$ cat src/hw/btac_pred_pkg.sv
`default_nettype none

package btac_pred_pkg;

  // two-bit saturating counter; the upper bit is the taken prediction.
  typedef enum logic [1:0] {
    strong_not_taken = 2'b00,
    weak_not_taken   = 2'b01,
    weak_taken       = 2'b10,
    strong_taken     = 2'b11
  } counter_state_t;

  // what the execute stage found for a resolved instruction.
  typedef enum logic [1:0] {
    outcome_none      = 2'b00, // not a control-flow instruction.
    outcome_not_taken = 2'b01, // conditional branch that fell through.
    outcome_taken     = 2'b10,
    outcome_jump      = 2'b11
  } outcome_t;

  // result of one update slot.
  typedef enum logic [1:0] {
    resolve_idle = 2'b00,
    resolve_hit  = 2'b01,
    resolve_miss = 2'b10
  } resolve_kind_t;

endpackage

`default_nettype wire

$ cat src/hw/btac_cfg_pkg.sv
`default_nettype none

package btac_cfg_pkg;

  // target buffer geometry.
  localparam int btb_entries = 64;
  localparam int btb_index_bits = $clog2(btb_entries); // index taken from pc bits 6:1.
  localparam int btb_tag_bits = 32 - btb_index_bits - 1; // pc bits above the index.
  localparam int btb_data_bits = btb_tag_bits + 32; // tag sits above the target.

  // history table geometry.
  localparam int bht_entries = 256;
  localparam int bht_index_bits = $clog2(bht_entries); // index taken from pc bits 8:1.

endpackage

`default_nettype wire
$ cat src/hw/bht_ram.sv
`timescale 1ns/1ps
`default_nettype none

module bht_ram (
  input  wire                                    clock,
  input  wire                                    wen,
  input  wire  [btac_cfg_pkg::bht_index_bits-1:0] waddr,
  input  wire  btac_pred_pkg::counter_state_t     wdata,
  input  wire  [btac_cfg_pkg::bht_index_bits-1:0] raddr0,
  input  wire  [btac_cfg_pkg::bht_index_bits-1:0] raddr1,
  output btac_pred_pkg::counter_state_t           rdata0,
  output btac_pred_pkg::counter_state_t           rdata1
);

  btac_pred_pkg::counter_state_t mem [btac_cfg_pkg::bht_entries] =
    '{default: btac_pred_pkg::strong_not_taken};

  always_ff @(posedge clock) begin
    if (wen) begin
      mem[waddr] <= wdata;
    end
    rdata0 <= mem[raddr0];
    rdata1 <= mem[raddr1];
  end

  // the write address comes from the update pc through the control block.
  assert property (@(posedge clock) wen |-> !$isunknown(waddr))
    else $error("bht_ram: write with unknown address");

endmodule

`default_nettype wire

$ cat config.mk
export PLATFORM = sky130hd
export DESIGN_NAME = bht_ram
export DESIGN_NICKNAME = d
export VERILOG_FILES = /design/src/hw/btac_pred_pkg.sv /design/src/hw/btac_cfg_pkg.sv /design/src/hw/bht_ram.sv
export SDC_FILE = /design/constraint.sdc
export NUM_CORES = 1
export LEC_CHECK = 0
export BUFFER_PORTS_ARGS = -buffer_cell sky130_fd_sc_hd__buf_2
export CAP_MARGIN = 20
export CORE_MARGIN = 2
export CORE_UTILIZATION = 25
export CTS_BUF_LIST = sky130_fd_sc_hd__clkbuf_16
export CTS_CLUSTER_DIAMETER = 150
export CTS_CLUSTER_SIZE = 14
export DETAILED_ROUTE_END_ITERATION = 10
export PLACE_DENSITY = 0.36
export SKIP_CTS_REPAIR_TIMING = 1
export SLEW_MARGIN = 10
export SYNTH_ARGS = -nofsm -noshare
export SYNTH_HDL_FRONTEND = slang
export SYNTH_SLANG_ARGS = --single-unit
$ cat constraint.sdc
create_clock -name clock -period 2.3 [get_ports clock]
set_input_delay 0 -clock clock [delete_from_list [all_inputs] [get_ports clock]]
set_output_delay 0 -clock clock [all_outputs]
set_load 0.01 [all_outputs]
# == Yosys cells after proc, flatten, opt, wreduce, memory -nomap -nowiden ==
# Memories as Yosys holds them, arrays and structs flattened. A register that Yosys moved wholly into a read port is not among the register bits.
# Cells that the tools add are included.
# W data, S select, Z words.
# op_classes
mux,2
# ops
operator,count
$mux W1,2
# totals
register_bits,0
mem_bits_rw,512
input_bits,28
out_inout_bits,4
word_cells,3
memories,1
# memory_table
name,words,width,rd,rd_ports_with_merged_regs,wr,line,text
mem,256,2,2,2,1,bht_ram.sv:15,btac_pred_pkg::counter_state_t mem [btac_cfg_pkg::bht_entries] =

# == Logic depth before layout (Yosys ltp) ==
# logic_depth
ltp_word,2
mapped_depth,11
ltp_nobuf,6

# == Worst setup path before layout ==
# OpenSTA, ideal clock, no wires.
# synth_path
path_kind,input to register
startpoint,input port raddr0[0] (netlist bit)
endpoint,register rdata0[0] (read register of mem)
setup_ps,116
arrival_time_ps,1668
required_ps,2184
slack_ps,516
cell_stages,8
n_path_buf,2
path_cell_list,buf_2 -> buf_2 -> mux4_2 -> a22oi_1 -> nand2_1 -> a21oi_1 -> o311ai_0 -> and4_1
# synth_lines
item,line,text
from (decl),bht_ram.sv:9,"input wire [btac_cfg_pkg::bht_index_bits-1:0] raddr0,"
to (decl),bht_ram.sv:11,"output btac_pred_pkg::counter_state_t rdata0,"

==> key figures <==
Run status
  – Status: finished, violations left
  – Failing checks: hold timing

Timing
  – Fin Setup TNS: 0 ps
  – Final hold violations: 1
  – Slew Limit Headroom: 0.496
  – # setup viols final: 0
  – Final hold slack: -7.32 ps
  – Slew @ Worst Pin: 754 ps
  – Setup ws final: between 70 and 80 ps
  – Post-route clock period utilization: 0.968
  – Crit path time final: 2230 ps
  – Maximum clock rate: 449 MHz
  – Pins Over Slew Limit: 0
  – Skew final: 23.0 ps

Layout
  – Commonest non-fill, non-tap cell in the layout: edfxtp_1
  – Layout cells sized above 1: 0.260
  – Commonest non-fill, non-tap cells in the layout: 512 x edfxtp_1, 298 x nor2_1, 180 x buf_4
  – Non-Filler Instances: 3190
  – Area Overhead vs Synth: 16.0%
  – Nets: 1825
  – Diodes inserted: 0

Global routing
  – Met3 Use GR: 0.0201
  – Gr ovfl total: 0
  – Number of antenna violations at the first check in global routing: 6
  – Global-route wire length before repair: 128000 um
  – Vias in the first global route: 16900
  – Met2 Use GR: 0.273
  – M1 GR Usage: 0.240
  – Gr busiest metal: met2
  – Largest net degree at the start of global routing: 78
  – All-Layer GR Usage: 0.168

Setup path
  – Worst path arrival time: between 2000 and 3000 ps
  – Critical R2R Launch: mem[203][0]
  – Crit-path max FO: 2
  – Critical path startpoint: mem[203][0]
  – R2R Setup Slk: 70 ps
  – Worst r2r path cells: 5
  – CP startpoint kind: flop
  – CP Class: reg2reg
  – Worst Path Required: 2770 ps
  – CP endpoint kind: flop
  – Reg-to-Reg End: rdata0[0]
  – Setup crit end: rdata0[0]

Synth
  – Gate Count Post-Synth: 1655
  – Syn_nets: 1683
  – Post-Syn Area per Cell: 15.6 um^2
  – Post-synth EDFFs: 512
  – Netlist Area Pre-Place: 25700 um^2
  – Synth Warn #: 0
  – Largest family of logic cells by synthesized area: multiplexers
  – Xor-xnor portion of the synthesized cell area: 0
  – Synth unique cells: 55
  – Compound-Gate Fraction of Synth Area: 0.0490
  – Flops & latches, synth: 516
  – Seq/Total Area, Yosys: 0.600
  – Async S/R FF share, synth: 0
  – Adder and majority gate portion of the synthesized area: 0
  – Synth Area in Simple Gates: 0.0753
  – Synth Flop Type: edfxtp_1
  – Post-synthesis mux area share: 0.240

Floorplanning
  – Die area: approximately 110000 um^2
  – Die span in y: 325 um
  – Site Rows: 117
  – DIE WIDTH: 325 um
  – Initial Utilization: 0.253
  – Io pins: 32
  – Core area: just over 100000 um^2

CTS
  – CTS Buf Count: 42
  – CTS sink cnt: 516
  – Clock latency on the worst-skew pair: between 500 and 600 ps
  – Clock buffer depth: 3
  – Clock slew at reported path FFs: approximately 70 ps
  – TritonCTS clock tree: done
  – # H-tree levels: 2
  – Root buf cell: clkbuf_16

Detailed routing
  – Drt pass-1 iters: 5
  – Final ANT Viol Nets: 0
  – Drt total wl: 89700 um
  – DRT iter0 DRCs: 1587
  – DRC violations left: 0
  – WL/cell: 28.1 um
  – Via count: 16100
  – Avg Vias per Cell: 5.05

Pwr
  – Total power: 19.3 mW
  – Max IR drop VDD: a little over 0.4 mV
  – Clock share of power: 0.354
  – NetSw: 4.71 mW
  – Leak: 9.57 nW
  – Sequential share of power: 0.539
  – Cell area power density: 645 nW/um^2
  – Sw Share: 0.245
  – P_int: 14.6 mW
  – Combinational power share: 0.107

Placed design
  – Post-detail-place hpwl: 64400 um
  – Placer Congestion: 0.842
  – Port Buf Inserts: 31
  – Placed cell count: 3118
  – Pre-CTS WS: -338 ps

Worst hold path
  – HP Class: in2reg
  – HP Start: raddr0[6]

Job
  – Max-cap viol count: 0
-- power by group through the flow --
stage / sequential, mW / clock (mW) / combinational, mW
3_3_place_gp: 10.6 / 0 / 2.08
4_1_cts: 10.4 / 7.05 / 2.08
2_1_floorplan: 10.6 / 0 / 1.10
3_5_place_dp: 10.6 / 0 / 2.07
6_report: 10.4 / 6.82 / 2.06
5_1_grt: 10.4 / 7.35 / 2.19
-- synthesized netlist by cell type (3+ instances only) --
master / count / area (um^2)
a211oi_1: 13 / 97.6
a21oi_1: 29 / 145
a22oi_1: 10 / 75.1
a32oi_1: 4 / 35.0
a41oi_1: 4 / 35.0
buf_12: 7 / 140
buf_2: 27 / 135
buf_4: 16 / 120
buf_6: 17 / 191
clkbuf_1: 68 / 255
dfxtp_1: 4 / 80.1
edfxtp_1: 512 / 15400
mux2_2: 4 / 45.0
mux2i_1: 180 / 1800
mux4_1: 14 / 368
mux4_2: 176 / 3960
nand2_1: 42 / 158
nand2b_1: 4 / 25.0
nand3_1: 28 / 140
nand3b_1: 6 / 45.0
nand4_1: 11 / 68.8
nor2_1: 299 / 1120
nor2b_1: 16 / 100
nor3_1: 15 / 75.1
nor3b_1: 3 / 22.5
nor4_1: 12 / 75.1
o2111ai_1: 4 / 35.0
o211ai_1: 4 / 30.0
o21ai_0: 16 / 80.1
o221ai_1: 27 / 236
o221ai_2: 3 / 45.0
o22a_1: 8 / 70.1
o22ai_1: 28 / 175
o31ai_1: 4 / 30.0
o41ai_1: 4 / 35.0
-- state kept, by name, summed over array words and instances, names as in the netlist --
register	cells
mem	512
rdata0	2
rdata1	2
-- cell type report --
| cell class | count | area, um^2 |
|---|---|---|
| clock buffers | 43 | 1080 |
| multi-input cells | 994 | 9420 |
| fillers | 10200 | 72000 |
| flip-flops and latches | 516 | 15500 |
| well taps | 1368 | 1710 |
| inverters | 4 | 15.0 |
| repair buffers | 239 | 2090 |
| clock inverters | 26 | 103 |
-- worst min path at each step --
stage	to	depth (start not counted)
after floorplan	mem[0][0]	0
after global placement	mem[112][1]	1
after detailed placement	mem[112][1]	1
after CTS	mem[116][1]	1
after global routing	rdata0[0]	4
final	rdata0[0]	4
-- stage by stage --
stage | cell area, um^2 | util
5_1_grt | 29900 | 0.293
3_3_place_gp | 28600 | 0.281
6_report | 29900 | 0.293
4_1_cts | 29800 | 0.293
2_1_floorplan | 25700 | -
3_5_place_dp | 28600 | 0.281
-- critical path: stages, from the launching register on --
cell      delay (ps)
edfxtp_1         420
mux4_2           530
mux4_2           470
nand3b_1         110
nand4_1          260
and4_1           310
-- cells by family after synthesis --
group | after synthesis
and+or+nand+nor | 448
DFF | 516
buffers and inverters | 145
muxes | 374
AOI/OAI and AO/OA | 172
-- layer usage --
metal | vias up | share of wire
li1 | 6946 | -
met1 | 8620 | 0.47
met2 | 466 | 0.47
met3 | 91 | 0.044
met4 | 2 | 0.020
met5 | - | 0.00014
Power figures use the tool's default switching activity.
