**src/hw/btac_pred_pkg.sv**
```systemverilog
`default_nettype none

package btac_pred_pkg;

  // two-bit saturating counter; the upper bit is the taken prediction.
  typedef enum logic [1:0] {
    strong_not_taken = 2'b00,
    weak_not_taken   = 2'b01,
    weak_taken       = 2'b10,
    strong_taken     = 2'b11
  } counter_state_t;

  // what the execute stage found for a resolved instruction.
  typedef enum logic [1:0] {
    outcome_none      = 2'b00, // not a control-flow instruction.
    outcome_not_taken = 2'b01, // conditional branch that fell through.
    outcome_taken     = 2'b10,
    outcome_jump      = 2'b11
  } outcome_t;

  // result of one update slot.
  typedef enum logic [1:0] {
    resolve_idle = 2'b00,
    resolve_hit  = 2'b01,
    resolve_miss = 2'b10
  } resolve_kind_t;

endpackage

`default_nettype wire

```
**src/hw/btac_resolve.sv**
```systemverilog
`timescale 1ns/1ps
`default_nettype none

module btac_resolve (
  input  wire  [31:0]                         upd_npc0,
  input  wire  [31:0]                         upd_addr0,
  input  wire  btac_pred_pkg::outcome_t       upd_outcome0,
  input  wire                                 upd_pred_taken0,
  input  wire  [31:0]                         upd_pred_target0,
  input  wire  btac_pred_pkg::counter_state_t upd_pred_counter0,
  input  wire  [31:0]                         upd_npc1,
  input  wire  [31:0]                         upd_addr1,
  input  wire  btac_pred_pkg::outcome_t       upd_outcome1,
  input  wire                                 upd_pred_taken1,
  input  wire  [31:0]                         upd_pred_target1,
  input  wire  btac_pred_pkg::counter_state_t upd_pred_counter1,
  output btac_pred_pkg::resolve_kind_t        kind0,
  output btac_pred_pkg::resolve_kind_t        kind1,
  output logic [31:0]                         fix_addr0,
  output logic [31:0]                         fix_addr1,
  output logic [31:0]                         store_target0,
  output logic [31:0]                         store_target1,
  output btac_pred_pkg::counter_state_t       next_counter0,
  output btac_pred_pkg::counter_state_t       next_counter1
);

  function automatic logic actual_taken(input btac_pred_pkg::outcome_t outcome);
    return (outcome == btac_pred_pkg::outcome_taken) || (outcome == btac_pred_pkg::outcome_jump);
  endfunction

  function automatic btac_pred_pkg::resolve_kind_t slot_kind(
    input logic                    pred_taken,
    input btac_pred_pkg::outcome_t outcome,
    input logic [31:0]             addr,
    input logic [31:0]             pred_target
  );
    logic taken;
    taken = actual_taken(outcome);
    if (pred_taken && taken && (addr == pred_target)) begin
      return btac_pred_pkg::resolve_hit;
    end
    if (pred_taken != taken) begin
      return btac_pred_pkg::resolve_miss; // direction was wrong either way.
    end
    if (pred_taken) begin
      return btac_pred_pkg::resolve_miss; // taken as predicted but to another target.
    end
    return btac_pred_pkg::resolve_idle;
  endfunction

  // address the front end restarts from, and the target written to the buffer.
  function automatic logic [31:0] slot_fix(
    input logic                    pred_taken,
    input btac_pred_pkg::outcome_t outcome,
    input logic [31:0]             npc,
    input logic [31:0]             addr
  );
    if (!pred_taken && !actual_taken(outcome)) begin
      return '0;
    end
    return (pred_taken && !actual_taken(outcome)) ? npc : addr;
  endfunction

  function automatic logic [31:0] slot_store(
    input logic                    pred_taken,
    input btac_pred_pkg::outcome_t outcome,
    input logic [31:0]             npc,
    input logic [31:0]             addr
  );
    if (pred_taken && outcome == btac_pred_pkg::outcome_none) begin
      return npc; // not a branch at all, so the entry falls through.
    end
    return (pred_taken || actual_taken(outcome)) ? addr : '0;
  endfunction

  function automatic btac_pred_pkg::counter_state_t step(
    input btac_pred_pkg::counter_state_t counter,
    input btac_pred_pkg::outcome_t       outcome
  );
    logic taken;
    taken = actual_taken(outcome);
    case (counter)
      btac_pred_pkg::strong_not_taken: begin
        return taken ? btac_pred_pkg::weak_not_taken : btac_pred_pkg::strong_not_taken;
      end
      btac_pred_pkg::weak_not_taken: begin
        return taken ? btac_pred_pkg::weak_taken : btac_pred_pkg::strong_not_taken;
      end
      btac_pred_pkg::weak_taken: begin
        return taken ? btac_pred_pkg::strong_taken : btac_pred_pkg::weak_not_taken;
      end
      default: begin
        return taken ? btac_pred_pkg::strong_taken : btac_pred_pkg::weak_taken;
      end
    endcase
  endfunction

  assign kind0 = slot_kind(upd_pred_taken0, upd_outcome0, upd_addr0, upd_pred_target0);
  assign kind1 = slot_kind(upd_pred_taken1, upd_outcome1, upd_addr1, upd_pred_target1);
  assign fix_addr0 = slot_fix(upd_pred_taken0, upd_outcome0, upd_npc0, upd_addr0);
  assign fix_addr1 = slot_fix(upd_pred_taken1, upd_outcome1, upd_npc1, upd_addr1);
  assign store_target0 = slot_store(upd_pred_taken0, upd_outcome0, upd_npc0, upd_addr0);
  assign store_target1 = slot_store(upd_pred_taken1, upd_outcome1, upd_npc1, upd_addr1);
  assign next_counter0 = step(upd_pred_counter0, upd_outcome0);
  assign next_counter1 = step(upd_pred_counter1, upd_outcome1);

endmodule

`default_nettype wire

```
**config.mk**
```make
export PLATFORM = sky130hd
export DESIGN_NAME = btac_resolve
export DESIGN_NICKNAME = d
export VERILOG_FILES = /design/src/hw/btac_pred_pkg.sv /design/src/hw/btac_resolve.sv
export SDC_FILE = /design/constraint.sdc
export NUM_CORES = 1
export LEC_CHECK = 0
export BUFFER_PORTS_ARGS = -buffer_cell sky130_fd_sc_hd__clkbuf_2
export CAP_MARGIN = 5
export CORE_AREA = 2 2 130 132
export DETAILED_ROUTE_END_ITERATION = 8
export DIE_AREA = 0 0 132 134
export GPL_TIMING_DRIVEN = 0
export PLACE_DENSITY = 0.43
export SYNTH_ARGS = -nofsm -noshare
export SYNTH_HDL_FRONTEND = slang
export SYNTH_SLANG_ARGS = --single-unit
```
**constraint.sdc**
```tcl
create_clock -name vclk -period 2.2
set_input_delay 0.55 -clock vclk [all_inputs]
set_output_delay 0.55 -clock vclk [all_outputs]
set_load 0.03 [all_outputs]
```
Yosys cells after proc, flatten, opt, wreduce, memory -nomap -nowiden
Index checks and enable logic that the tools add are counted.

Bits in registers: 0. Logic and storage cells: 84. Output and inout bits: 136. Input bits: 202.

Equality and inequality tests: 12. Reduce and logical (&&, ||, !) cells: 22. Muxes and demuxes: 50.

Operator list (number): two-way mux 32 bit (12); equality test 32 bit (2); two-way mux 2 bit (16); two-way mux 1 bit (20); equality test 2 bit (second input constant) (6); one-hot mux 2 bit (3 select lines) (2); logical AND 1 bit (10); zero test 2 bit (4); equality test 2 x 1 -> 1 bit (second input constant) (2); zero test 1 bit (4); logical OR 1 bit (4); != test 1 bit (2).

Logic depth before layout (Yosys ltp)
Depth after elaboration: 11. Depth in mapped cells: 7. Gate-level depth less buffers: 5.

Worst setup path after synthesis
Ideal clock, no wire load.

Path kind: input to output. Start: in upd_addr1[23]. End: out kind1[1]. Data required time: 1.650 ns. Data arrival time: 2.100 ns. Slack: -0.450 ns. Stages: 5. Path buffers: 0. Cell sequence: xor2_1 -> nor4_1 -> nand4_1 -> nor4_2 -> nor2_1.

Cells in the longest elaborated chain, start to end: 4.

RTL lines: start: declaration (line btac_resolve.sv:12) `input wire [31:0] upd_addr1,`; equality test 32 bit (line btac_resolve.sv:39) `if (pred_taken && taken && (addr == pred_target)) begin`; logical AND 1 bit (line btac_resolve.sv:39); two-way mux 1 bit (line btac_resolve.sv:39); two-way mux 2 bit (line btac_resolve.sv:42) `if (pred_taken != taken) begin`; end: declaration (line btac_resolve.sv:18) `output btac_pred_pkg::resolve_kind_t kind1,`.

No other way between the ends.

Worst setup path after layout
Start: in upd_pred_target0[13]. End: out kind0[0].

Cells in the longest elaborated chain, start to end: 4.

RTL lines: start: declaration (line btac_resolve.sv:9) `input wire [31:0] upd_pred_target0,`; equality test 32 bit (line btac_resolve.sv:39); logical AND 1 bit (line btac_resolve.sv:39); two-way mux 1 bit (line btac_resolve.sv:39); two-way mux 2 bit (line btac_resolve.sv:42); end: declaration (line btac_resolve.sv:17) `output btac_pred_pkg::resolve_kind_t kind0,`.

No other way between the ends.

==> impl_metrics.csv <==
group,metric,value,unit
outcome,status,"finished with violations",
outcome,violations,"negative setup slack",
setup_path,startpoint,"upd_pred_target0[13]",
timing,min_period,2.52,ns
yosys,yosysUniqueCellTypes,22,
layout,final_common_cell,"clkbuf_2",
setup_path,path_class,"in2out",
die,core-area,16300,um2
timing,max_freq,397,MHz
power_and_ir_drop,power_density,286,nW/um2
route,drt_wl_total,18000,um
global_route,grt_max_degree,11,
place,port_buffers,338,
timing,rsz0062_at_grt,"true",
yosys,seq_area_frac_synth,0,
route,via_count,4441,
timing,relSlewSlack,0.724,
route,ant_nets,0,
global_route,met2_usage,0.380,
layout,syn_to_final_growth,144,%
place,placed_cells,958,
die,die_x,132,um
die,start_util,0.146,
route,drt_iter0_markers,137,
global_route,grt_pass1_vias,4505,
die,core.rowCount,47,
route,drc_errors,0,
setup_path,crit_buf_inv,2,
place,hpwlAfterDp,14800,um
global_route,antenna_found_initial,0,
yosys,synth_cells,400,
yosys,syn_nets,602,
power_and_ir_drop,ir_drop,0.140,mV
layout,final_design_area_no_fill,5810,um2
flow_run,drv_cap,0,
setup_path,crit_arrival,1.97,ns
place,placed_cell_area,4490,um2
layout,drive_gt1_frac,0.640,
yosys,synth_area_per_cell,5.95,um2
layout,instances_no_fill,970,
setup_path,critPathLaunchType,"input port",
yosys,synth_area,2380,um2
setup_path,crit_family,"simple AND/OR/NAND/NOR gates",
setup_path,cp_slowest_stage_delay,0.36,ns
layout,diodes,0,
timing,period_share,1.14,
timing,layout_setup_ws,-0.318,ns
setup_path,crit_cells,6,
layout,finalNetCount,954,
timing,final-hold-violation-count,0,
route,vias_per_cell,4.58,
setup_path,path_max_fanout,2,
setup_path,path_cells,"buf_6 -> xor2_2 -> nor4_2 -> nand4_1 -> nor4_4 -> clkbuf_8",
place,place_congestion,0.845,
setup_path,crit_slowest_cell,"nor4_2",
global_route,overflow,0,
die,die_h,134,um
setup_path,critPathCaptureType,"output port",
die,dieArea,17700,um2
yosys,yosysWarnings,0,
timing,hold_slack,1.45,ns
global_route,gr-usage-met1,0.190,
layout,final_cell_mix,"276 x clkbuf_2, 99 x nand2_1, 64 x a22o_1",
global_route,grt.total_usage,0.185,
route,drtPass1Iterations,4,
die,io_pins,338,
layout,seq_cells,0,
min_path,min_path_type,"in2out",
timing,setup_violations,28,
timing,finalMaxSlewViolations,0,
layout,nClkBuffers,0,
global_route,grt_busiest_layer,"met2",
global_route,grt_pass1_wl,25900,um
cts,hold_buffers,0,
layout,seq_area,0,um2
power_and_ir_drop,p_leak,3.17,nW
setup_path,crit_path_end,"kind0[0]",
global_route,met3_usage,0.0310,
setup_path,required,1.65,ns
route,wl_per_cell,18.6,um
timing,tightest_slew,0.412,ns
## worst min path at each step
stage | end | depth (start not counted) | from
5_1_grt | store_target0[1] | 4 | upd_npc0[1]
4_1_cts | store_target0[24] | 4 | upd_npc0[24]
2_1_floorplan | store_target0[10] | 2 | upd_npc0[10]
3_3_place_gp | store_target1[25] | 4 | upd_npc1[25]
6_report | store_target0[0] | 4 | upd_npc0[0]
3_5_place_dp | store_target1[10] | 4 | upd_npc1[10]
## synth_stat cells
cell | count | area [um2]
xnor2_1 | 8 | 70.1
maj3_1 | 4 | 40.0
inv_1 | 2 | 7.51
nor2_1 | 6 | 22.5
nor2b_1 | 3 | 18.8
nand4_1 | 4 | 25.0
xor2_1 | 56 | 490
o21ai_0 | 16 | 80.1
buf_1 | 6 | 22.5
o21ai_1 | 15 | 75.1
a22o_2 | 2 | 20.0
buf_2 | 13 | 65.1
or2_2 | 1 | 6.26
a22o_1 | 64 | 561
buf_4 | 2 | 15.0
clkbuf_1 | 17 | 63.8
nand3_1 | 34 | 170
nor4_1 | 11 | 68.8
nand2_1 | 129 | 484
and2_1 | 1 | 6.26
nor4_2 | 5 | 62.6
or2_1 | 1 | 6.26
## per-stage QoR
stage / power (mW) / util / setup slack, ns / TNS [ns]
2_1_floorplan: 0.800 / - / -0.126 / -0.287
3_3_place_gp: 1.36 / 0.276 / -0.566 / -32.34
3_5_place_dp: 1.35 / 0.276 / -0.567 / -31.26
4_1_cts: 1.56 / 0.334 / -0.351 / -6.01
5_1_grt: 1.75 / 0.357 / -0.373 / -3.61
6_report: 1.66 / 0.357 / -0.318 / -2.13
## timing repair
item                       in CTS  in global routing
setup endpoints to repair     126                 80
pin swaps                      34                 46
cloned                          6                  1
setup buffers                  16                  2
resized for setup             182                155
## logic make-up (layout without fill, tap and decap cells)
group | after synthesis | after routing | share of synthesized area
compound gates | 97 | 97 | 0.309
xor+xnor | 64 | 64 | 0.235
fa+ha+maj | 4 | 4 | 0.0168
buf+inv | 40 | 390 | 0.0730
simple gates | 195 | 195 | 0.366
## metal layers
metal	vias to the layer above	routed length [um]
met5	-	0
met4	0	495
met3	26	1280
met2	268	10000
met1	2044	6260
li1	2103	-
## power breakdown
part	switching, mW	total, mW	internal (mW)	leakage, nW
Combinational	0.990	1.66	0.671	3.17
Sequential	0	0	0	0
Clock	0	0	0	0
## cell type report
type / instances / area [um2]
Fill cell: 1780 / 10500
Multi-Input combinational cell: 360 / 2830
Timing Repair Buffer: 358 / 2430
Tap cell: 220 / 275
Buffer: 30 / 272
Inverter: 2 / 7.51
## tightest hold or removal path, cell delays in order
cell and delay [ns]:
clkbuf_2 0.11, nand2_4 0.05, o21ai_2 0.05, buf_6 0.13
No activity file was read; power rests on OpenSTA's default activity.
