File: config.mk
export PLATFORM = sky130hd
export DESIGN_NAME = btac_ctrl
export DESIGN_NICKNAME = d
export VERILOG_FILES = /design/src/hw/btac_pred_pkg.sv /design/src/hw/btac_cfg_pkg.sv /design/src/hw/btac_ctrl.sv
export SDC_FILE = /design/constraint.sdc
export NUM_CORES = 1
export LEC_CHECK = 0
export BUFFER_PORTS_ARGS = -buffer_cell sky130_fd_sc_hd__buf_2
export CORE_AREA = 2 2 229 231
export DETAILED_ROUTE_END_ITERATION = 8
export DIE_AREA = 0 0 231 233
export MAX_ROUTING_LAYER = met4
export SYNTH_ARGS = -nofsm -noshare
export SYNTH_HDL_FRONTEND = slang
export SYNTH_SLANG_ARGS = --single-unit
File: constraint.sdc
create_clock -name clock -period 3.2 [get_ports clock]
set_clock_uncertainty 0.05 [all_clocks]
set_input_delay 0.48 -clock clock [delete_from_list [all_inputs] [get_ports clock]]
set_output_delay 0.48 -clock clock [all_outputs]
set_load 0.005 [all_outputs]
File: src/hw/btac_pred_pkg.sv
`default_nettype none

package btac_pred_pkg;

  // two-bit saturating counter; the upper bit is the taken prediction.
  typedef enum logic [1:0] {
    strong_not_taken = 2'b00,
    weak_not_taken   = 2'b01,
    weak_taken       = 2'b10,
    strong_taken     = 2'b11
  } counter_state_t;

  // what the execute stage found for a resolved instruction.
  typedef enum logic [1:0] {
    outcome_none      = 2'b00, // not a control-flow instruction.
    outcome_not_taken = 2'b01, // conditional branch that fell through.
    outcome_taken     = 2'b10,
    outcome_jump      = 2'b11
  } outcome_t;

  // result of one update slot.
  typedef enum logic [1:0] {
    resolve_idle = 2'b00,
    resolve_hit  = 2'b01,
    resolve_miss = 2'b10
  } resolve_kind_t;

endpackage

`default_nettype wire

File: src/hw/btac_cfg_pkg.sv
`default_nettype none

package btac_cfg_pkg;

  // target buffer geometry.
  localparam int btb_entries = 64;
  localparam int btb_index_bits = $clog2(btb_entries); // index taken from pc bits 6:1.
  localparam int btb_tag_bits = 32 - btb_index_bits - 1; // pc bits above the index.
  localparam int btb_data_bits = btb_tag_bits + 32; // tag sits above the target.

  // history table geometry.
  localparam int bht_entries = 256;
  localparam int bht_index_bits = $clog2(bht_entries); // index taken from pc bits 8:1.

endpackage

`default_nettype wire
File: src/hw/btac_ctrl.sv
`timescale 1ns/1ps
`default_nettype none

module btac_ctrl (
  input  wire                                     clock,
  input  wire                                     reset,
  input  wire                                     clear,
  input  wire                                     stall,
  input  wire  [31:0]                             fetch_pc0,
  input  wire  [31:0]                             fetch_pc1,
  output logic                                    pred_taken0,
  output logic                                    pred_taken1,
  output logic [31:0]                             pred_target0,
  output logic [31:0]                             pred_target1,
  output btac_pred_pkg::counter_state_t           pred_counter0,
  output btac_pred_pkg::counter_state_t           pred_counter1,
  input  wire  [31:0]                             upd_pc0,
  input  wire  [31:0]                             upd_pc1,
  output logic                                    redirect_miss,
  output logic [31:0]                             redirect_addr,
  output logic                                    redirect_hazard,
  output logic                                    btb_wen,
  output logic [btac_cfg_pkg::btb_index_bits-1:0] btb_waddr,
  output logic [btac_cfg_pkg::btb_data_bits-1:0]  btb_wdata,
  output logic [btac_cfg_pkg::btb_index_bits-1:0] btb_raddr0,
  output logic [btac_cfg_pkg::btb_index_bits-1:0] btb_raddr1,
  input  wire  [btac_cfg_pkg::btb_data_bits-1:0]  btb_rdata0,
  input  wire  [btac_cfg_pkg::btb_data_bits-1:0]  btb_rdata1,
  output logic                                    bht_wen,
  output logic [btac_cfg_pkg::bht_index_bits-1:0] bht_waddr,
  output btac_pred_pkg::counter_state_t           bht_wdata,
  output logic [btac_cfg_pkg::bht_index_bits-1:0] bht_raddr0,
  output logic [btac_cfg_pkg::bht_index_bits-1:0] bht_raddr1,
  input  wire  btac_pred_pkg::counter_state_t     bht_rdata0,
  input  wire  btac_pred_pkg::counter_state_t     bht_rdata1,
  input  wire  btac_pred_pkg::resolve_kind_t      kind0,
  input  wire  btac_pred_pkg::resolve_kind_t      kind1,
  input  wire  [31:0]                             fix_addr0,
  input  wire  [31:0]                             fix_addr1,
  input  wire  [31:0]                             store_target0,
  input  wire  [31:0]                             store_target1,
  input  wire  btac_pred_pkg::counter_state_t     next_counter0,
  input  wire  btac_pred_pkg::counter_state_t     next_counter1
);

  logic [31:0] lookup_pc0;
  logic [31:0] lookup_pc1;
  logic [31:0] held_pc0;
  logic [31:0] held_pc1;
  logic        tag_hit0;
  logic        tag_hit1;
  logic        live0;
  logic        live1;
  logic        miss0;
  logic        miss1;

  // a clear freezes the lookup so the same entries are read again.
  assign lookup_pc0 = clear ? held_pc0 : fetch_pc0;
  assign lookup_pc1 = clear ? held_pc1 : fetch_pc1;

  assign btb_raddr0 = lookup_pc0[btac_cfg_pkg::btb_index_bits:1];
  assign btb_raddr1 = lookup_pc1[btac_cfg_pkg::btb_index_bits:1];
  assign bht_raddr0 = lookup_pc0[btac_cfg_pkg::bht_index_bits:1];
  assign bht_raddr1 = lookup_pc1[btac_cfg_pkg::bht_index_bits:1];

  always_ff @(posedge clock) begin
    held_pc0 <= lookup_pc0;
    held_pc1 <= lookup_pc1;
  end

  assign tag_hit0 = btb_rdata0[btac_cfg_pkg::btb_data_bits-1 -: btac_cfg_pkg::btb_tag_bits] ==
                    held_pc0[31:btac_cfg_pkg::btb_index_bits+1];
  assign tag_hit1 = btb_rdata1[btac_cfg_pkg::btb_data_bits-1 -: btac_cfg_pkg::btb_tag_bits] ==
                    held_pc1[31:btac_cfg_pkg::btb_index_bits+1];

  always_comb begin
    pred_taken0 = 1'b0;
    pred_taken1 = 1'b0;
    pred_target0 = '0;
    pred_target1 = '0;
    pred_counter0 = btac_pred_pkg::strong_not_taken;
    pred_counter1 = btac_pred_pkg::strong_not_taken;
    if (!stall && !clear) begin
      pred_taken0 = bht_rdata0[1] && tag_hit0;
      pred_taken1 = bht_rdata1[1] && tag_hit1;
      pred_target0 = btb_rdata0[31:0];
      pred_target1 = btb_rdata1[31:0];
      pred_counter0 = bht_rdata0;
      pred_counter1 = bht_rdata1;
    end
  end

  // slot 0 owns the single write port whenever it has an event.
  assign live0 = !clear && (kind0 != btac_pred_pkg::resolve_idle);
  assign live1 = !clear && (kind1 != btac_pred_pkg::resolve_idle);
  assign miss0 = !clear && (kind0 == btac_pred_pkg::resolve_miss);
  assign miss1 = !clear && (kind1 == btac_pred_pkg::resolve_miss);

  assign btb_wen = live0 || live1;
  assign bht_wen = live0 || live1;

  always_comb begin
    btb_waddr = upd_pc1[btac_cfg_pkg::btb_index_bits:1];
    btb_wdata = {upd_pc1[31:btac_cfg_pkg::btb_index_bits+1], store_target1};
    bht_waddr = upd_pc1[btac_cfg_pkg::bht_index_bits:1];
    bht_wdata = next_counter1;
    if (live0) begin
      btb_waddr = upd_pc0[btac_cfg_pkg::btb_index_bits:1];
      btb_wdata = {upd_pc0[31:btac_cfg_pkg::btb_index_bits+1], store_target0};
      bht_waddr = upd_pc0[btac_cfg_pkg::bht_index_bits:1];
      bht_wdata = next_counter0;
    end
  end

  assign redirect_hazard = miss0; // lets fetch drop the younger slot in the same cycle.

  always_ff @(posedge clock) begin
    if (!reset) begin
      redirect_miss <= 1'b0;
    end else begin
      redirect_miss <= miss0 || miss1;
    end
  end

  always_ff @(posedge clock) begin
    redirect_addr <= miss0 ? fix_addr0 : fix_addr1;
  end

  assert property (@(posedge clock) clear |-> !btb_wen && !bht_wen)
    else $error("btac_ctrl: table write while clear is high");

  assert property (@(posedge clock) !reset |=> !redirect_miss)
    else $error("btac_ctrl: redirect_miss set right after reset");

  // both tables must stay on the same entry.
  assert property (@(posedge clock) btb_wen == bht_wen)
    else $error("btac_ctrl: target buffer and history table writes differ");

endmodule

`default_nettype wire

# After elaboration in Yosys (flattened, before gate mapping)
# Index checks and enable logic that the tools add are counted.
dict set report word_totals {
  register_bits 97
  input_bits 386
  output_inout_bits 207
  wordCells 36
}
dict set report classes {
  n_eq_ne 4
  n_mux 13
  n_reduce_logical 13
}
# op count
set op_table {}
lappend op_table {{32-bit 2-to-1 mux} 3}
lappend op_table {{57-bit 2-to-1 mux} 1}
lappend op_table {{25-bit equality test} 2}
lappend op_table {{9-bit 2-to-1 mux} 2}
lappend op_table {{8-bit 2-to-1 mux} 1}
lappend op_table {{1-bit logical AND} 7}
lappend op_table {{2-bit 2-to-1 mux} 3}
lappend op_table {{6-bit 2-to-1 mux} 1}
lappend op_table {{2-bit equality test (second input constant)} 2}
lappend op_table {{2-bit nonzero test} 2}
lappend op_table {{1-bit logical NOT} 2}
lappend op_table {{1-bit logical OR} 2}
lappend op_table {{1-bit 2-to-1 mux} 2}

# Logic depth before layout (Yosys ltp)
dict set report depth {
  ltp_word 3
  mapped_depth 6
  depth_no_buf 4
}

# Least setup slack after synthesis
# Ideal clock, no wire load.
dict set report synth_path {
  path_type {input to output}
  start {in clear}
  end {out btb_waddr[0] (netlist name)}
  t_arrival_ns 2.488
  t_required_ns 2.670
  path_slack_ns 0.182
  cell_stages 6
  n_path_buf 3
  cell_sequence {inv_1 o21ai_0 buf_4 buf_4 mux2_2 buf_4}
}
dict set report synth_via {
  elab_chain_len 3
}
# item line
set synth_rtl {}
lappend synth_rtl {{start, declared} btac_ctrl.sv:7} ;# input wire clear,
lappend synth_rtl {{1-bit logical NOT} btac_ctrl.sv:94} ;# assign live0 = !clear && (kind0 != btac_pred_pkg::resolve_idle);
lappend synth_rtl {{1-bit logical AND} btac_ctrl.sv:94}
lappend synth_rtl {{6-bit 2-to-1 mux} btac_ctrl.sv:107} ;# if (live0) begin
lappend synth_rtl {{end, declared} btac_ctrl.sv:23} ;# output logic [btac_cfg_pkg::btb_index_bits-1:0] btb_waddr,
# Every way passes these cells.

# Worst setup path after layout
dict set report layout_path {
  start {in stall}
  end {out pred_taken1}
}
dict set report layout_via {
  elab_chain_len 3
}
# item line
set layout_rtl {}
lappend layout_rtl {{start, declared} btac_ctrl.sv:8} ;# input wire stall,
lappend layout_rtl {{1-bit logical NOT} btac_ctrl.sv:83} ;# if (!stall && !clear) begin
lappend layout_rtl {{1-bit logical AND} btac_ctrl.sv:83}
lappend layout_rtl {{1-bit 2-to-1 mux} btac_ctrl.sv:83}
lappend layout_rtl {{end, declared} btac_ctrl.sv:12} ;# output logic pred_taken1,
# Every way passes these cells.

==> flow_summary.yaml <==
clock_tree:
  post_cts_resize_count: 0
  cts_buffer_depth: 2
  cts.htree.levels: 3
  clkTransAtPathRegs_ns: 0.08
  post_cts_buffers: 0
  hold_buffers: 0
  cts_tree: "done"
  insertion_delay_ns: 0.38
  numCtsBuffers: 9
  clkSinkCount: 95
  clockRootBuffer: "clkbuf_16"
min_path:
  min_from: "fetch_pc0[15]"
  hp-class: "in -> reg"
worst_setup_path:
  critical_path_class: "in -> out"
  path_max_fanout: 40
  endpoint_kind: "output pin"
  cp-start-kind: "input port"
  worstPathArrival_ns: 2.18
  startpoint: "stall"
  cpMostUsedCell: "buf_2"
  r2r-start: "held_pc0[7]"
  cp_top_family: "simple AND/OR/NAND/NOR gates"
  critPathRequiredTime_ns: 2.67
  crit_chain: "buf_2, nor2_4, nand4_1, or4_1, nor4_2, buf_2"
  worst-path-buf-inv: 2
  cpMaxStageDelayCell: "or4_1"
  cpPeakStageDelay_ns: 0.64
synth:
  yosysTopAreaCell: "edfxtp_1"
  syn_area_sq_mm: 0.00497
  yosys_warnings: 0
  yosysSeqAreaShare_pct: 47.5
  synth-seq-cells: 95
  ys_types: 23
  syn_inst: 392
  synth_fp_nets: 778
  yosysTopAreaCellShare_pct: 27.8
  ys_top_cells_by_area: "edfxtp_1 (28%), mux2_2 (25%), dfxtp_1 (20%)"
  syn_avg_cell_area_sq_um: 12.7
drt:
  drt-total-wl_um: 22900
  remaining_drc_errors: 0
  via_per_inst: 3.16
  routedWlPerCell_um: 13.9
  vias: 5196
  drtAntennaViolNets: 0
  first_iter_violations: 189
  drt_pre_antenna_iters: 4
layout:
  final_common_cell: "buf_2"
  syn_to_final_growth_pct: 78.3
  drive_gt1_share_pct: 75.4
  instances_no_fill: 1646
  layout_common_cells: "buf_2 (588), mux2_2 (109), and2_1 (68)"
  nFillCells: 5671
  layout.nets: 1345
sta:
  post-route-period-util_pct: 84.7
  tns_ns: 0
  timing.hold.ws_ns: 0.218
  rsz0062_at_grt: "false"
  tightest_slew_ns: 0.790
  fmax_ghz: 0.369
  relSlewSlack_pct: 47.1
  finalSetupViolCount: 0
  slew_violations: 0
  final.min_clock_period_ns: 2.71
  final_hold_viol_count: 0
global_routing:
  antenna_found_initial: 5
  grt_pass1_vias: 5053
  grt_usage_pct: 8.06
  grt.overflow.total: 0
  grt_pass1_wl_um: 30100
  grt_max_degree: 47
placed_design:
  dp_hpwl_um: 20000
  io_buffer_count: 588
  routabilityCongestion: 0.797
  dp.cells: 1628
status:
  status: "complete, no violations"
pwr:
  p_leak_nw: 4.24
  pwr_density_cell_mw_per_mm2: 371
  peakVddDrop_uv: 226
floorplan:
  fp.dieW_um: 231
  dieHeight_um: 233
  fp-row-count: 83
  design.die.area_sq_mm: 0.0538
  pin_count: 593
  initial_core_util_pct: 9.73
  core_area_sq_mm: 0.0511
run:
  maxCapViolCount: 0
## per-stage QoR
| step | worst slack [ns] | util [%] | cell area [sq um] | total power [W] |
|---|---|---|---|---|
| after floorplan | 0.182 | - | 4970 | 0.00178 |
| after CTS | 0.485 | 17.3 | 8860 | 0.00338 |
| after global placement | 0.547 | 16.8 | 8560 | 0.00223 |
| after detailed placement | 0.485 | 16.8 | 8560 | 0.00225 |
| final | 0.490 | 17.3 | 8860 | 0.00329 |
| after global routing | 0.402 | 17.3 | 8860 | 0.00349 |
## report_power, final
group | leakage [nW] | internal [W] | switching [W] | total, W
Sequential | 0.863 | 0.00138 | 0.0000379 | 0.00142
Clock | 0.137 | 0.000542 | 0.000536 | 0.00108
Combinational | 3.24 | 0.000462 | 0.000333 | 0.000795
Total | 4.24 | 0.00238 | 0.000907 | 0.00329
## path summary, 6_finish.rpt
check                 endpoint  slack (ns)  cells after the start
hold reg to reg    held_pc1[2]        0.44                      1
hold / removal    held_pc0[15]        0.22                      1
setup / recovery   pred_taken1        0.49                      6
setup reg to reg   held_pc0[7]        2.38                      1
## area by class of cell
type	count	area (sq um)	area share [%]
inverters	1	3.75	0.0424
multi-input cells	256	2330	26.3
clock inverters	7	66.3	0.748
diodes	2	5.00	0.0565
well taps	680	851	9.60
repair buffers	596	3020	34.0
flip-flops and latches	95	2360	26.7
clock buffers	9	225	2.54
## per-layer routing
layer  vias up  share of wire [%]  routed length, um  GRT usage [%]
met3        19                 10               2350           3.19
met2       300                 48              11100           12.4
met1      2396                 39               9010           9.31
met4         0                2.0                452           3.31
met5         -                  0                  0              -
li1       2481                  -                  -              -
## kinds of logic (layout without fill, tap and decap cells)
group	after synthesis	in the layout	share of synthesized area, %
mux	113	113	25.6
flops	95	95	47.5
simple gates	91	91	12.0
xor+xnor	50	50	8.81
buf+inv	41	613	5.79
compound gates	2	2	0.252
other cells	0	2	0
## cell usage after synthesis
cell,number
nand3_1,2
xnor2_1,40
buf_6,4
and2_1,68
or4_1,2
buf_2,2
clkbuf_1,7
nor2_4,1
nor3b_4,1
buf_4,27
nand4_1,10
dfxtp_1,49
xor2_1,10
o21a_1,1
nor3b_1,1
mux2_2,109
mux2_1,4
nor4_1,3
nor4_2,2
edfxtp_1,46
inv_1,1
o21ai_0,1
nor2_1,1
## flip-flops by register name, summed over array words and instances (netlist names)
| register | cells |
|---|---|
| redirect_addr | 32 |
| held_pc0 | 31 |
| held_pc1 | 31 |
| redirect_miss | 1 |
(Power assumes the default switching activity.)
